$ cat src/rv_ctrl_pkg.sv
package rv_ctrl_pkg;

    // ----------------------------------------
    // Widths
    // ----------------------------------------
    localparam int INST_W = 32;
    localparam int CTRL_W = 16;

    // APB side
    localparam int APB_AW = 4;
    localparam int APB_DW = 32;

    // FIFO geometry, count reaches FIFO_DEPTH so it needs one extra bit
    localparam int FIFO_DEPTH = 4;
    localparam int PTR_W      = $clog2(FIFO_DEPTH);
    localparam int CNT_W      = 3;

    // ----------------------------------------
    // APB register map
    // ----------------------------------------
    localparam logic [APB_AW-1:0] REG_INST   = 4'h0;
    localparam logic [APB_AW-1:0] REG_RESULT = 4'h4;
    localparam logic [APB_AW-1:0] REG_STATUS = 4'h8;

    // Status register fields
    localparam int STAT_INST_LSB   = 0;
    localparam int STAT_RESULT_LSB = 4;

    // ----------------------------------------
    // Control word layout
    // ----------------------------------------
    localparam int CTRL_ALU_LSB  = 0;
    localparam int CTRL_ALU_MSB  = 3;
    localparam int CTRL_IMM_LSB  = 4;
    localparam int CTRL_IMM_MSB  = 5;
    localparam int CTRL_RS1_LSB  = 6;
    localparam int CTRL_RS1_MSB  = 7;
    localparam int CTRL_RS2_SEL  = 8;
    localparam int CTRL_COMP_UNS = 9;
    localparam int CTRL_INV      = 10;
    localparam int CTRL_BRANCH   = 11;
    localparam int CTRL_JUMP     = 12;
    localparam int CTRL_MEM_REN  = 13;
    localparam int CTRL_MEM_WEN  = 14;
    localparam int CTRL_RD_WEN   = 15;

    // ----------------------------------------
    // Encodings
    // ----------------------------------------
    typedef enum logic [6:0] {
        OP_LOAD   = 7'b0000011,
        OP_IMM    = 7'b0010011,
        OP_JALR   = 7'b1100111,
        OP_STORE  = 7'b0100011,
        OP_BRANCH = 7'b1100011,
        OP_LUI    = 7'b0110111,
        OP_AUIPC  = 7'b0010111,
        OP_JAL    = 7'b1101111,
        OP_REG    = 7'b0110011
    } opcode_e;

    typedef enum logic [3:0] {
        ALU_ADD = 4'd0,
        ALU_SUB = 4'd1,
        ALU_AND = 4'd2,
        ALU_OR  = 4'd3,
        ALU_XOR = 4'd4,
        ALU_SLL = 4'd5,
        ALU_SRL = 4'd6,
        ALU_SRA = 4'd7,
        ALU_CMP = 4'd8,
        ALU_EQ  = 4'd9
    } alu_op_e;

    typedef enum logic [1:0] {
        IMM_I12    = 2'd0,
        IMM_U20    = 2'd1,
        IMM_J20    = 2'd2,
        IMM_SHAMT5 = 2'd3
    } imm_sel_e;

    // Operand 1 source, ZERO is used by LUI
    typedef enum logic [1:0] {
        RS1_REG  = 2'd0,
        RS1_PC   = 2'd1,
        RS1_ZERO = 2'd2
    } rs1_src_e;

endpackage

$ cat src/apb_inst_port.sv
module apb_inst_port import rv_ctrl_pkg::*; (
    // APB slave, zero wait states
    input  logic              psel,
    input  logic              penable,
    input  logic              pwrite,
    input  logic [APB_AW-1:0] paddr,
    input  logic [APB_DW-1:0] pwdata,
    output logic [APB_DW-1:0] prdata,
    output logic              pslverr,

    // Instruction FIFO write side
    input  logic              inst_full,
    input  logic [CNT_W-1:0]  inst_count,
    output logic              inst_push,
    output logic [INST_W-1:0] inst_data,

    // Result FIFO read side
    input  logic              result_empty,
    input  logic [CTRL_W-1:0] result_data,
    input  logic [CNT_W-1:0]  result_count,
    output logic              result_pop
);

    logic access;
    logic wr_inst;
    logic rd_result;
    logic rd_status;

    // ----------------------------------------
    // Access decode
    // ----------------------------------------
    // Transfer completes in the access phase
    assign access = psel & penable;

    assign wr_inst   = access & pwrite & (paddr == REG_INST);
    assign rd_result = access & ~pwrite & (paddr == REG_RESULT);
    assign rd_status = access & ~pwrite & (paddr == REG_STATUS);

    // FIFO strobes only fire when the FIFO can take them
    assign inst_push  = wr_inst & ~inst_full;
    assign result_pop = rd_result & ~result_empty;

    assign inst_data = pwdata;

    // ----------------------------------------
    // Read data and error response
    // ----------------------------------------
    always_comb begin
        prdata  = '0;
        pslverr = 1'b0;
        if (access) begin
            if (wr_inst) begin
                // Word dropped when the instruction FIFO is full
                pslverr = inst_full;
            end else if (rd_result) begin
                if (result_empty) begin
                    pslverr = 1'b1;
                end else begin
                    prdata = {{(APB_DW - CTRL_W){1'b0}}, result_data};
                end
            end else if (rd_status) begin
                prdata[STAT_INST_LSB +: CNT_W]   = inst_count;
                prdata[STAT_RESULT_LSB +: CNT_W] = result_count;
            end else begin
                // Unmapped address or wrong direction
                pslverr = 1'b1;
            end
        end
    end

endmodule

$ cat src/decode_unit.sv
module decode_unit import rv_ctrl_pkg::*; (
    input  logic              clk,
    input  logic              arst_n,

    // Instruction FIFO read side
    input  logic              inst_empty,
    input  logic [INST_W-1:0] inst_data,
    output logic              inst_pop,

    // Result FIFO write side
    input  logic              result_full,
    output logic              result_push,
    output logic [CTRL_W-1:0] result_data
);

    logic [CTRL_W-1:0] dec_ctrl;
    logic [CTRL_W-1:0] stage_ctrl;
    logic              stage_valid;

    inst_decoder i_inst_decoder (
        .inst (inst_data),
        .ctrl (dec_ctrl)
    );

    // ----------------------------------------
    // Handshakes
    // ----------------------------------------
    // Stage drains whenever the result FIFO has room
    assign result_push = stage_valid & ~result_full;

    // Refill when empty or draining this cycle
    assign inst_pop = ~inst_empty & (~stage_valid | ~result_full);

    assign result_data = stage_ctrl;

    // Payload register
    always_ff @(posedge clk) begin
        if (inst_pop) begin
            stage_ctrl <= dec_ctrl;
        end
    end

    // Valid bit
    always_ff @(posedge clk or negedge arst_n) begin
        if (!arst_n) begin
            stage_valid <= 1'b0;
        end else if (inst_pop) begin
            stage_valid <= 1'b1;
        end else if (result_push) begin
            stage_valid <= 1'b0;
        end
    end

endmodule

$ cat src/inst_decoder.sv
module inst_decoder import rv_ctrl_pkg::*; (
    input  logic [INST_W-1:0] inst,
    output logic [CTRL_W-1:0] ctrl
);

    opcode_e     opcode;
    logic [2:0]  funct3;
    logic [6:0]  funct7;

    alu_op_e     alu_op;
    imm_sel_e    imm_sel;
    rs1_src_e    rs1_src;
    logic        rd_wen;
    logic        mem_wen;
    logic        mem_ren;
    logic        jump;
    logic        branch;
    logic        rs2_sel;
    logic        inv;
    logic        comp_unsigned;

    // Instruction fields
    assign opcode = opcode_e'(inst[6:0]);
    assign funct3 = inst[14:12];
    assign funct7 = inst[31:25];

    // ----------------------------------------
    // Single-bit flags
    // ----------------------------------------
    // Stores and branches have no destination register
    assign rd_wen  = !(opcode == OP_STORE || opcode == OP_BRANCH);
    assign mem_wen = (opcode == OP_STORE);
    assign mem_ren = (opcode == OP_LOAD);
    assign jump    = (opcode == OP_JALR || opcode == OP_JAL);
    assign branch  = (opcode == OP_BRANCH);
    assign rs2_sel = (opcode == OP_REG || opcode == OP_BRANCH);

    // BEQ, BGE and BGEU take the inverted compare result
    assign inv = (opcode == OP_BRANCH)
               && (funct3 == 3'b000 || funct3 == 3'b101 || funct3 == 3'b111);

    assign comp_unsigned = ((opcode == OP_BRANCH) && (funct3 == 3'b110 || funct3 == 3'b111))
                         || ((opcode == OP_IMM) && (funct3 == 3'b011))
                         || ((opcode == OP_REG) && (funct3 == 3'b011));

    // ----------------------------------------
    // Immediate format and operand 1 source
    // ----------------------------------------
    always_comb begin
        if (opcode == OP_LUI || opcode == OP_AUIPC) begin
            imm_sel = IMM_U20;
        end else if (opcode == OP_JAL) begin
            imm_sel = IMM_J20;
        end else if (opcode == OP_IMM && (funct3 == 3'b001 || funct3 == 3'b101)) begin
            imm_sel = IMM_SHAMT5;
        end else begin
            imm_sel = IMM_I12;
        end
    end

    always_comb begin
        if (opcode == OP_LUI) begin
            rs1_src = RS1_ZERO;
        end else if (opcode == OP_JAL || opcode == OP_AUIPC) begin
            rs1_src = RS1_PC;
        end else begin
            rs1_src = RS1_REG;
        end
    end

    // ----------------------------------------
    // ALU operation
    // ----------------------------------------
    always_comb begin
        alu_op = ALU_ADD;
        case (opcode)
            OP_IMM, OP_REG: begin
                case (funct3)
                    // SUB only exists in the register form
                    3'b000: begin
                        if (opcode == OP_REG && funct7 != 7'b0000000) begin
                            alu_op = ALU_SUB;
                        end else begin
                            alu_op = ALU_ADD;
                        end
                    end
                    3'b001:         alu_op = ALU_SLL;
                    3'b010, 3'b011: alu_op = ALU_CMP;
                    3'b100:         alu_op = ALU_XOR;
                    3'b101: begin
                        if (funct7 == 7'b0000000) begin
                            alu_op = ALU_SRL;
                        end else begin
                            alu_op = ALU_SRA;
                        end
                    end
                    3'b110:         alu_op = ALU_OR;
                    default:        alu_op = ALU_AND;
                endcase
            end
            OP_BRANCH: begin
                case (funct3)
                    3'b000, 3'b001:                 alu_op = ALU_EQ;
                    3'b100, 3'b101, 3'b110, 3'b111: alu_op = ALU_CMP;
                    default:                        alu_op = ALU_ADD;
                endcase
            end
            // Loads, stores, LUI, AUIPC and jumps all add
            default: alu_op = ALU_ADD;
        endcase
    end

    // Pack into the control word
    always_comb begin
        ctrl                              = '0;
        ctrl[CTRL_ALU_MSB:CTRL_ALU_LSB]   = alu_op;
        ctrl[CTRL_IMM_MSB:CTRL_IMM_LSB]   = imm_sel;
        ctrl[CTRL_RS1_MSB:CTRL_RS1_LSB]   = rs1_src;
        ctrl[CTRL_RS2_SEL]                = rs2_sel;
        ctrl[CTRL_COMP_UNS]               = comp_unsigned;
        ctrl[CTRL_INV]                    = inv;
        ctrl[CTRL_BRANCH]                 = branch;
        ctrl[CTRL_JUMP]                   = jump;
        ctrl[CTRL_MEM_REN]                = mem_ren;
        ctrl[CTRL_MEM_WEN]                = mem_wen;
        ctrl[CTRL_RD_WEN]                 = rd_wen;
    end

endmodule

$ cat src/rv_ctrl_top.sv
module rv_ctrl_top import rv_ctrl_pkg::*; (
    input  logic              clk,
    input  logic              arst_n,
    input  logic              psel,
    input  logic              penable,
    input  logic              pwrite,
    input  logic [APB_AW-1:0] paddr,
    input  logic [APB_DW-1:0] pwdata,
    output logic [APB_DW-1:0] prdata,
    output logic              pslverr
);

    // Instruction FIFO
    logic              inst_push;
    logic [INST_W-1:0] inst_wdata;
    logic              inst_pop;
    logic [INST_W-1:0] inst_rdata;
    logic              inst_full;
    logic              inst_empty;
    logic [CNT_W-1:0]  inst_count;

    // Result FIFO
    logic              result_push;
    logic [CTRL_W-1:0] result_wdata;
    logic              result_pop;
    logic [CTRL_W-1:0] result_rdata;
    logic              result_full;
    logic              result_empty;
    logic [CNT_W-1:0]  result_count;

    apb_inst_port i_apb_inst_port (
        .psel         (psel),
        .penable      (penable),
        .pwrite       (pwrite),
        .paddr        (paddr),
        .pwdata       (pwdata),
        .prdata       (prdata),
        .pslverr      (pslverr),
        .inst_full    (inst_full),
        .inst_count   (inst_count),
        .inst_push    (inst_push),
        .inst_data    (inst_wdata),
        .result_empty (result_empty),
        .result_data  (result_rdata),
        .result_count (result_count),
        .result_pop   (result_pop)
    );

    sync_fifo #(
        .WIDTH (INST_W)
    ) i_inst_fifo (
        .clk       (clk),
        .arst_n    (arst_n),
        .push      (inst_push),
        .push_data (inst_wdata),
        .pop       (inst_pop),
        .pop_data  (inst_rdata),
        .full      (inst_full),
        .empty     (inst_empty),
        .count     (inst_count)
    );

    decode_unit i_decode_unit (
        .clk         (clk),
        .arst_n      (arst_n),
        .inst_empty  (inst_empty),
        .inst_data   (inst_rdata),
        .inst_pop    (inst_pop),
        .result_full (result_full),
        .result_push (result_push),
        .result_data (result_wdata)
    );

    sync_fifo #(
        .WIDTH (CTRL_W)
    ) i_result_fifo (
        .clk       (clk),
        .arst_n    (arst_n),
        .push      (result_push),
        .push_data (result_wdata),
        .pop       (result_pop),
        .pop_data  (result_rdata),
        .full      (result_full),
        .empty     (result_empty),
        .count     (result_count)
    );

endmodule

$ cat src/sync_fifo.sv
module sync_fifo import rv_ctrl_pkg::*; #(
    parameter int WIDTH = 32
) (
    input  logic             clk,
    input  logic             arst_n,
    input  logic             push,
    input  logic [WIDTH-1:0] push_data,
    input  logic             pop,
    output logic [WIDTH-1:0] pop_data,
    output logic             full,
    output logic             empty,
    output logic [CNT_W-1:0] count
);

    logic [WIDTH-1:0] mem [FIFO_DEPTH];
    logic [PTR_W-1:0] wr_ptr;
    logic [PTR_W-1:0] rd_ptr;
    logic             do_push;
    logic             do_pop;

    assign full  = (count == CNT_W'(FIFO_DEPTH));
    assign empty = (count == '0);

    // Guard against strobes that break the handshake
    assign do_push = push & ~full;
    assign do_pop  = pop & ~empty;

    assign pop_data = mem[rd_ptr];

    // Storage
    always_ff @(posedge clk) begin
        if (do_push) begin
            mem[wr_ptr] <= push_data;
        end
    end

    // Pointers wrap naturally, depth is a power of two
    always_ff @(posedge clk or negedge arst_n) begin
        if (!arst_n) begin
            wr_ptr <= '0;
            rd_ptr <= '0;
            count  <= '0;
        end else begin
            if (do_push) begin
                wr_ptr <= wr_ptr + 1'b1;
            end
            if (do_pop) begin
                rd_ptr <= rd_ptr + 1'b1;
            end
            case ({do_push, do_pop})
                2'b10:   count <= count + 1'b1;
                2'b01:   count <= count - 1'b1;
                default: count <= count;
            endcase
        end
    end

endmodule

$ cat config.mk
export PLATFORM = sky130hd
export DESIGN_NAME = rv_ctrl_top
export DESIGN_NICKNAME = d
export VERILOG_FILES = /design/src/rv_ctrl_pkg.sv /design/src/apb_inst_port.sv /design/src/decode_unit.sv /design/src/inst_decoder.sv /design/src/rv_ctrl_top.sv /design/src/sync_fifo.sv
export SDC_FILE = /design/constraint.sdc
export NUM_CORES = 1
export LEC_CHECK = 0
export BUFFER_PORTS_ARGS = -buffer_cell sky130_fd_sc_hd__buf_2
export CAP_MARGIN = 20
export CELL_PAD_IN_SITES_DETAIL_PLACEMENT = 2
export CELL_PAD_IN_SITES_GLOBAL_PLACEMENT = 2
export CORE_ASPECT_RATIO = 2
export CORE_UTILIZATION = 39
export CTS_CLUSTER_SIZE = 30
export DETAILED_ROUTE_END_ITERATION = 6
export GPL_ROUTABILITY_DRIVEN = 0
export GPL_TIMING_DRIVEN = 0
export PLACE_DENSITY_LB_ADDON = 0.15
export SYNTH_ARGS = -nofsm -noshare
export SYNTH_HDL_FRONTEND = slang
export SYNTH_SLANG_ARGS = --single-unit
$ cat constraint.sdc
create_clock -name clk -period 3.1 [get_ports clk]
set_clock_uncertainty 0.15 [all_clocks]
set_input_delay 0.62 -clock clk [delete_from_list [all_inputs] [get_ports clk]]
set_output_delay 0.62 -clock clk [all_outputs]
set_load 0.01 [all_outputs]
* After elaboration in Yosys (flattened, before gate mapping)
Memories as Yosys holds them, arrays and structs flattened. Index checks and enable logic that the tools add are counted.
Storage, ports and cells: flip-flop bits (word level) 31, memory bits (writable) 192, bits of input ports 41, output and inout bits 33, word-level logic and storage cells 126, memories 2
Memory list:
- i_inst_fifo.mem | depth 4, bits a word 32, read ports 1, clocked after memory_dff 0, write ports 1, line sync_fifo.sv:15 | logic [WIDTH-1:0] mem [FIFO_DEPTH];
- i_result_fifo.mem | depth 4, bits a word 16, read ports 1, clocked after memory_dff 0, write ports 1, line sync_fifo.sv:15
Cells by class: add/sub/neg operators 8, equal/unequal tests 24, mux-type cells 30, bitwise logic cells 21, reductions and logical operators 31
Operator list (count):
- $mux 32 | 2
- $pmux 4 s6 | 1
- $eq 7x6->1 const B | 3
- $eq 7x7->1 const B | 3
- $eq 3x3->1 const B | 6
- $mux 16 | 1
- $pmux 4 s2 | 2
- $mux 1 | 15
- $and 1x1->1 | 14
- $eq 7x5->1 const B | 2
- $mux 3 | 4
- $pmux 3 s2 | 2
- $logic_or 1x1->1 | 11
- $logic_not 3->1 | 3
- $mux 9 | 1
- $add 2x1->2 const B | 4
- $eq 7x2->1 const B | 1
- $logic_not 7->1 | 1
- $reduce_bool 7->1 | 1
- $add 3x1->3 const B | 2
- $eq 3x2->1 const B | 2
- $logic_and 1x1->1 | 6
- $not 1->1 | 6
- $reduce_bool 2->1 | 3
- 12 further kinds | 18

* Depth between registers and ports, before layout
Gate-level depths: netlist of the first run.
depth after elaboration 7, gate-level depth with buffers 12, mapped depth without buffers 11

* Cells and area by module
Synthesis of the first run repeated with hierarchy kept, for this count alone.
Second synthesis, totals: cell total of the unflattened synthesis 487, area total of the unflattened synthesis 9325.2 um2
Modules (own cells, without submodules):
- sync_fifo (i_inst_fifo) | instances 1, cells an instance 205, area an instance 5091.1 um2, seq. area each 4018.9 um2
- sync_fifo (i_result_fifo) | instances 1, cells an instance 121, area an instance 2775.2 um2, seq. area each 2097.0 um2
- apb_inst_port | instances 1, cells an instance 85, area an instance 590.6 um2, seq. area each 0.0 um2
- decode_unit | instances 1, cells an instance 20, area an instance 526.8 um2, seq. area each 505.5 um2
- inst_decoder | instances 1, cells an instance 56, area an instance 341.6 um2, seq. area each 0.0 um2

* Least setup slack after synthesis of the first run
Ideal clock, no wire load.
kind reg2reg, start point register i_result_fifo.count[0], end point register i_inst_fifo.count[2], setup time 0.079 ns, data arrival time 2.736 ns, required time 2.871 ns, path slack 0.134 ns, stages on the path, launching flop included 9, path buffers 0, period minus slack after synthesis 2.966 ns, path through dfrtp_1 -> nor2_1 -> a31oi_1 -> ha_1 -> inv_1 -> fa_1 -> xor2_1 -> nor2_1 -> xor2_1
Between the ends: longest elaborated chain between the ends 7, elaborated cells on any way between the ends 9, classes of those cells eq/ne: 3; mux: 1; bitwise: 4; reduce/logical: 1
Ends and longest elaborated chain:
- start: declaration | line sync_fifo.sv:12 | output logic [CNT_W-1:0] count
- start signal: assignment | line sync_fifo.sv:51 | 2'b10: count <= count + 1'b1;
- start signal: assignment | line sync_fifo.sv:52 | 2'b01: count <= count - 1'b1;
- start signal: assignment | line sync_fifo.sv:53 | default: count <= count;
- $eq 3x3->1 * | line sync_fifo.sv:21 | assign full = (count == CNT_W'(FIFO_DEPTH));
- $not 1->1 * | line decode_unit.sv:32 | assign inst_pop = ~inst_empty & (~stage_valid | ~result_full);
- $or 1x1->1 * | line decode_unit.sv:32
- $and 1x1->1 * | line decode_unit.sv:32
- named net i_decode_unit.inst_pop | line decode_unit.sv:8 | output logic inst_pop,
- $and 1x1->1 * | line sync_fifo.sv:26 | assign do_pop = pop & ~empty;
- $eq 2x1->1 / $eq 2x2->1 (equally long branches) | line sync_fifo.sv:50 | case ({do_push, do_pop})
- $pmux 3 s2 / $reduce_bool 2->1 (equally long branches)
- end signal: assignment | line sync_fifo.sv:51
- end signal: assignment | line sync_fifo.sv:52
- end signal: assignment | line sync_fifo.sv:53
- end: declaration | line sync_fifo.sv:12
Mark *: on every way through the listed nets, which the timed path passes. The rest lies on a longest branch. A chain may end at the register's enable or synchronous reset.

* Worst setup path in the final report of the first run
start point register i_result_fifo.rd_ptr[0], end point output prdata[10]
Between the ends: longest elaborated chain between the ends 5
Ends and longest elaborated chain:
- start: declaration | line sync_fifo.sv:17 | logic [PTR_W-1:0] rd_ptr;
- start signal: assignment | line sync_fifo.sv:48 | rd_ptr <= rd_ptr + 1'b1;
- $mem_v2 4x16
- $mux 16 | line apb_inst_port.sv:56 | if (result_empty) begin
- $mux 9 | line apb_inst_port.sv:55 | end else if (rd_result) begin
- $mux 32 | line apb_inst_port.sv:52 | if (wr_inst) begin
- $mux 32 | line apb_inst_port.sv:51 | if (access) begin
- end: declaration | line rv_ctrl_top.sv:9 | output logic [APB_DW-1:0] prdata,
Every way passes these cells.

==> results of run 1 <==
==> cells in the mapped netlist (2+ instances only) <==
library cell	count	area, sq um
and3_1	2	12.5
nor3b_2	2	25.0
a22oi_1	2	15.0
and2_1	18	113
nor2b_1	2	12.5
mux4_1	3	78.8
inv_1	15	56.3
a22o_1	7	61.3
nand3_1	5	25.0
buf_4	16	120
buf_2	3	15.0
nand2_1	13	48.8
xnor2_1	7	61.3
nor4b_1	4	35.0
o21ai_0	5	25.0
dfrtp_1	15	375
clkbuf_1	3	11.3
nand2b_1	2	12.5
a21boi_1	2	15.0
xor2_1	5	43.8
nor3b_1	2	15.0
nor3_1	7	35.0
mux4_2	21	473
nor2_1	12	45.0
a21oi_1	2	10.0
nor4_1	6	37.5
edfxtp_1	148	4440
o21ai_1	2	10.0
ha_1	10	125
fa_1	2	40.0
o31ai_1	2	15.0
==> report_power, final <==
group | total, mW | switching (mW) | internal (mW)
logic | 1.64 | 0.994 | 0.647
clock network | 1.95 | 0.906 | 1.04
registers | 3.40 | 0.283 | 3.12
total | 6.99 | 2.18 | 4.81
==> layout make-up <==
class / count / area [sq um]
clock buffer: 17 / 425
clock inverter: 15 / 120
inverter: 17 / 65.1
fill: 1533 / 8660
timing repair buffer: 45 / 236
tap: 204 / 255
buffer: 23 / 168
multi-input combinational: 173 / 1610
sequential: 163 / 4820
==> sequential cells by signal (all words and copies together) (netlist names), 2 cells and up <==
name                       count
i_result_fifo.wr_ptr           2
i_inst_fifo.wr_ptr             2
i_result_fifo.count            3
i_inst_fifo.mem               68
i_decode_unit.result_data     16
i_inst_fifo.rd_ptr             2
i_result_fifo.mem             64
i_inst_fifo.count              3
i_result_fifo.rd_ptr           2
==> per-stage QoR <==
step | total power, mW | TNS (ns) | instances
final | 6.99 | 0 | 657
after CTS | 7.11 | 0 | 658
after floorplan | 4.50 | 0 | 377
after global routing | 7.35 | -0.00953 | 657
after global placement | 4.97 | -14.46 | 623
after detailed placement | 5.14 | -17.00 | 625
==> timing repair <==
| action | 4_1_cts | 5_1_grt |
|---|---|---|
| pin swaps | 0 | 0 |
| setup endpoints to repair | 16 | 11 |
| hold buffers | 1 | 0 |
| endpoints found under the hold margin | 15 | 0 |
| resized for setup | 6 | 4 |
==> metal layers <==
metal	vias to the layer above	global-route usage, %	part of all wire, %
met5	-	0	0
met4	0	7.94	2.2
met3	17	2.78	1.7
met2	56	36.2	63
met1	1723	16.4	34
li1	1529	-	-
==> worst max-delay path: stages, from the launching register on <==
cell and delay (ns):
dfrtp_1 0.33, clkbuf_4 0.25, buf_4 0.28, mux4_2 0.54, and2_1 0.18, buf_2 0.14
==> kinds of logic after synthesis <==
family | share of synthesized area (%)
flops | 73.3
xor+xnor | 1.60
mux | 8.72
buf+inv | 3.43
other cells | 0.0570
simple gates | 7.06
compound gates | 3.33
fa+ha+maj | 2.51
==> worst max-delay path by stage <==
stage | endpoint | cells past startpoint | from
6_report | prdata[10] | 5 | i_result_fifo.rd_ptr[0]
4_1_cts | prdata[10] | 5 | i_result_fifo.rd_ptr[0]
5_1_grt | pslverr | 6 | paddr[1]
3_3_place_gp | i_inst_fifo.count[2] | 8 | i_result_fifo.count[0]
2_1_floorplan | i_inst_fifo.count[2] | 8 | i_result_fifo.count[0]
3_5_place_dp | i_result_fifo.count[2] | 13 | paddr[1]
==> results.sh, run 1 <==
export IMPL_outcome="complete, no violations"
export IMPL_path_class="reg2out"
export IMPL_die_w_microns=93.8
export IMPL_vias=3325
export IMPL_post_route_util_pct=47.1
export IMPL_ys_flop_type="edfxtp_1"
export IMPL_mostFrequentLayoutCell="edfxtp_1"
export IMPL_fin_crit_sh_pct=94.3
export IMPL_worst_slew_margin_rel_pct=35.5
export IMPL_hold_path_end="i_inst_fifo.mem[1][28]"
export IMPL_post_drt_wl_per_cell_microns=21.2
export IMPL_fin_ws_ns=0.176
export IMPL_syn_inst=362
export IMPL_clock_path_buffers=2
export IMPL_grt_use_total_pct=17.8
export IMPL_required_ns=2.33
export IMPL_start_util_pct=40.2
export IMPL_post_place_ws_ns=-0.581
export IMPL_synth_distinct_cells=48
export IMPL_reg2reg_depth=6
export IMPL_area_growth_pct=17.0
export IMPL_detail_route_drc_violations=0
export IMPL_grt_max_degree=18
export IMPL_overflow=0
export IMPL_drive_above_1_share_pct=28.9
export IMPL_row_count=66
export IMPL_powerDensity_nw_per_um2=909
export IMPL_grt_pass1_wl_microns=21800
export IMPL_drv_cap=0
export IMPL_ys_async_sr_fraction_pct=9.20
export IMPL_drtPass1Iterations=5
export IMPL_wl_microns=13900
export IMPL_r2r_slack_ns=0.23
export IMPL_finalSetupViolations=0
export IMPL_drv_slew=0
export IMPL_irDropWorstVdd_v=0.000415
export IMPL_via_per_inst=5.06
export IMPL_core_sq_um=16400
export IMPL_yosysSeqAreaShare_pct=73.3
export IMPL_num_io_pins=74
export IMPL_critPathMaxFanout=10
export IMPL_hold_class="in2reg"
export IMPL_place_hpwl_microns=9930
export IMPL_yosysWarningCount=0
export IMPL_numClockSinks=163
export IMPL_hold_depth=1
export IMPL_grt_pass1_vias=3855
export IMPL_antenna_found_initial=0
export IMPL_worstPathArrival_ns=2.15
export IMPL_cts_tree="built"
export IMPL_finalInstanceArea_sq_um=7690
export IMPL_rsz0062_at_grt="true"
export IMPL_worst_slew_pin_slew_ns=0.968
export IMPL_synth_avg_cell_area_sq_um=18.2
export IMPL_synth_area_sq_um=6580
export IMPL_crit_path_end_kind="output pin"
export IMPL_layout_common_cells="148 x edfxtp_1, 44 x buf_2, 21 x mux4_2"
export IMPL_leakage_nw=2.81
export IMPL_insertion_delay_ns=0.42
export IMPL_ant_nets=0
export IMPL_layout_nets=493
export IMPL_dieArea_sq_um=17400
export IMPL_max_freq_mhz=342
export IMPL_min_delay_start="pwdata[28]"
export IMPL_timing_rr_start="i_inst_fifo.rd_ptr[1]"
export IMPL_reg2reg_to="i_decode_unit.result_data[2]"
export IMPL_place_area_sq_um=7120
export IMPL_numCtsBuffers=17
export IMPL_synth_seq_cells=163
export IMPL_dr_first_iter_drc_count=87
export IMPL_io_buffers=42
export IMPL_clkSlewWorstSetupHoldPaths_ns=0.07
export IMPL_hold_violations=0
export IMPL_antenna_cells=0
export IMPL_finalCriticalPeriod_ns=2.92
export IMPL_htree_levels=4
export IMPL_fp_dieH_microns=186
export IMPL_cp_start_kind="flip-flop"
export IMPL_cts_root_buffer="clkbuf_16"
export IMPL_synth_edf_count=148
export IMPL_postCtsSetupBuffers=0
export IMPL_whs_ns=0.257
No activity file was read; power rests on OpenSTA's default activity.
==> inputs of run 2 (changes only) <==
--- a/config.mk
+++ b/config.mk
@@ -16,6 +16,7 @@
 export GPL_ROUTABILITY_DRIVEN = 0
 export GPL_TIMING_DRIVEN = 0
 export PLACE_DENSITY_LB_ADDON = 0.15
+export RECOVER_POWER = 25
 export SYNTH_ARGS = -nofsm -noshare
 export SYNTH_HDL_FRONTEND = slang
 export SYNTH_SLANG_ARGS = --single-unit
==> results.sh, run 2 (synthesized netlist as in run 1, its figures left out) <==
export IMPL_outcome="complete, no violations"
export IMPL_crit_buf_inv=3
export IMPL_seq_area_sq_um=4820
export IMPL_ant_nets=0
export IMPL_cts_root_buffer="clkbuf_16"
export IMPL_finalSetupViolations=0
export IMPL_wirelength_met1_microns=4670
export IMPL_numCtsBuffers=17
export IMPL_layout_nets=493
export IMPL_drv_cap=0
export IMPL_grt_use_total_pct=17.8
export IMPL_mostFrequentLayoutCell="edfxtp_1"
export IMPL_worst_slew_margin_rel_pct=35.4
export IMPL_powerDensity_nw_per_um2=911
export IMPL_die_w_microns=93.8
export IMPL_worstPathArrival_ns=2.15
export IMPL_core_sq_um=16400
export IMPL_whs_ns=0.299
export IMPL_num_io_pins=74
export IMPL_largest_register_ffs=68
export IMPL_hold_violations=0
export IMPL_dr_first_iter_drc_count=87
export IMPL_max_freq_mhz=342
export IMPL_wl_microns=13900
export IMPL_path_cells="clkbuf_4, buf_4, mux4_2, and2_1, buf_2"
export IMPL_irDropWorstVdd_v=0.000415
export IMPL_rsz0062_at_grt="true"
export IMPL_grt_pass1_wl_microns=21800
export IMPL_max_stage_delay_ns=0.54
export IMPL_grt_pass1_vias=3855
export IMPL_finalCriticalPeriod_ns=2.92
export IMPL_io_buffers=42
export IMPL_cp_start_kind="flip-flop"
export IMPL_multiInputGateArea_sq_um=1610
export IMPL_area_growth_pct=16.7
export IMPL_row_count=66
export IMPL_cts_tree="built"
export IMPL_worst_slew_pin_slew_ns=0.969
export IMPL_fin_crit_sh_pct=94.3
export IMPL_place_hpwl_microns=9930
export IMPL_clock_path_buffers=2
export IMPL_postCtsSetupBuffers=0
export IMPL_fp_dieH_microns=186
export IMPL_tns_ns=0
export IMPL_via_per_inst=5.07
export IMPL_crit_path_end_kind="output pin"
export IMPL_insertion_delay_ns=0.42
export IMPL_top_layer_used="met4"
export IMPL_wl_met3_microns=246
export IMPL_overflow=0
export IMPL_drv_slew=0
export IMPL_grt_max_degree=18
export IMPL_numClockSinks=163
export IMPL_nFillCells=1541
export IMPL_detail_route_drc_violations=0
export IMPL_drtPass1Iterations=5
export IMPL_wl_met2_microns=8690
export IMPL_leakage_nw=2.76
export IMPL_vias=3329
export IMPL_start_util_pct=40.2
export IMPL_htree_levels=4
export IMPL_drive_above_1_share_pct=25.2
export IMPL_post_drt_wl_per_cell_microns=21.2
export IMPL_path_class="reg2out"
export IMPL_dieArea_sq_um=17400
export IMPL_total_power_mw=6.99
export IMPL_cp_slowest_cell="mux4_2"
export IMPL_hold_class="in2reg"
export IMPL_required_ns=2.33
export IMPL_antenna_found_initial=0
export IMPL_clkSlewWorstSetupHoldPaths_ns=0.07
export IMPL_critPathMaxFanout=10
export IMPL_regMostFlops="i_inst_fifo.mem"
export IMPL_critPathTopFamily="buffers and inverters"
export IMPL_layout_common_cells="148 x edfxtp_1, 27 x buf_2, 21 x mux4_2"
export IMPL_antenna_cells=0
==> run 2: final timing paths <==
path                                               from                      endpoint  slack [ns]  cells after the start
max                             i_result_fifo.rd_ptr[0]                    prdata[10]        0.18                      5
min                                          pwdata[28]        i_inst_fifo.mem[1][28]        0.30                      1
max reg2reg                       i_inst_fifo.rd_ptr[1]  i_decode_unit.result_data[2]        0.23                      6
min reg2reg                i_decode_unit.result_data[8]       i_result_fifo.mem[1][8]        0.36                      0
max in group asynchronous                        arst_n       i_result_fifo.wr_ptr[0]        1.98                      2
min in group asynchronous                        arst_n       i_result_fifo.rd_ptr[1]        0.52                      2
==> run 2: final cells by class <==
| class | instances | area share (%) |
|---|---|---|
| Sequential cell | 163 | 62.8 |
| Multi-Input combinational cell | 173 | 20.9 |
| Clock buffer | 17 | 5.54 |
| Tap cell | 204 | 3.33 |
| Timing Repair Buffer | 45 | 2.80 |
| Buffer | 23 | 2.18 |
| Clock inverter | 15 | 1.57 |
| Inverter | 17 | 0.848 |
==> run 2: repair_timing <==
item                       CTS  global route
hold buffers                 1             0
setup endpoints to repair   16            11
gates resized for setup      6             4
hold endpoints to repair    15             0
==> run 2: per-layer routing <==
| layer | vias to the layer above | GRT usage [%] |
|---|---|---|
| li1 | 1530 | - |
| met1 | 1726 | 16.4 |
| met2 | 56 | 36.2 |
| met3 | 17 | 2.78 |
| met4 | 0 | 7.94 |
| met5 | - | 0 |
==> run 2: worst reg2reg max path: cells and delay by family, from the launching register on <==
family / cells / cell delay (ns)
mux: 1 / 0.51
simple gates: 3 / 0.93
flops: 1 / 0.46
buf+inv: 2 / 0.62
==> run 2: stage by stage <==
step / instance area, sq um / setup slack (ns) / utilization, % / std cells
after floorplan: 6630 / 0.134 / - / 377
after global placement: 7100 / -0.597 / 43.4 / 623
after detailed placement: 7120 / -0.581 / 43.5 / 625
after CTS: 7690 / 0.0426 / 47.0 / 658
after global routing: 7670 / -0.00953 / 46.9 / 657
final: 7670 / 0.176 / 46.9 / 657
==> run 2: report_power, final <==
group | switching (mW) | internal [mW] | leakage [nW] | total (mW)
sequential | 0.283 | 3.12 | 1.56 | 3.40
clock | 0.906 | 1.04 | 0.264 | 1.95
combinational | 0.994 | 0.644 | 0.937 | 1.64
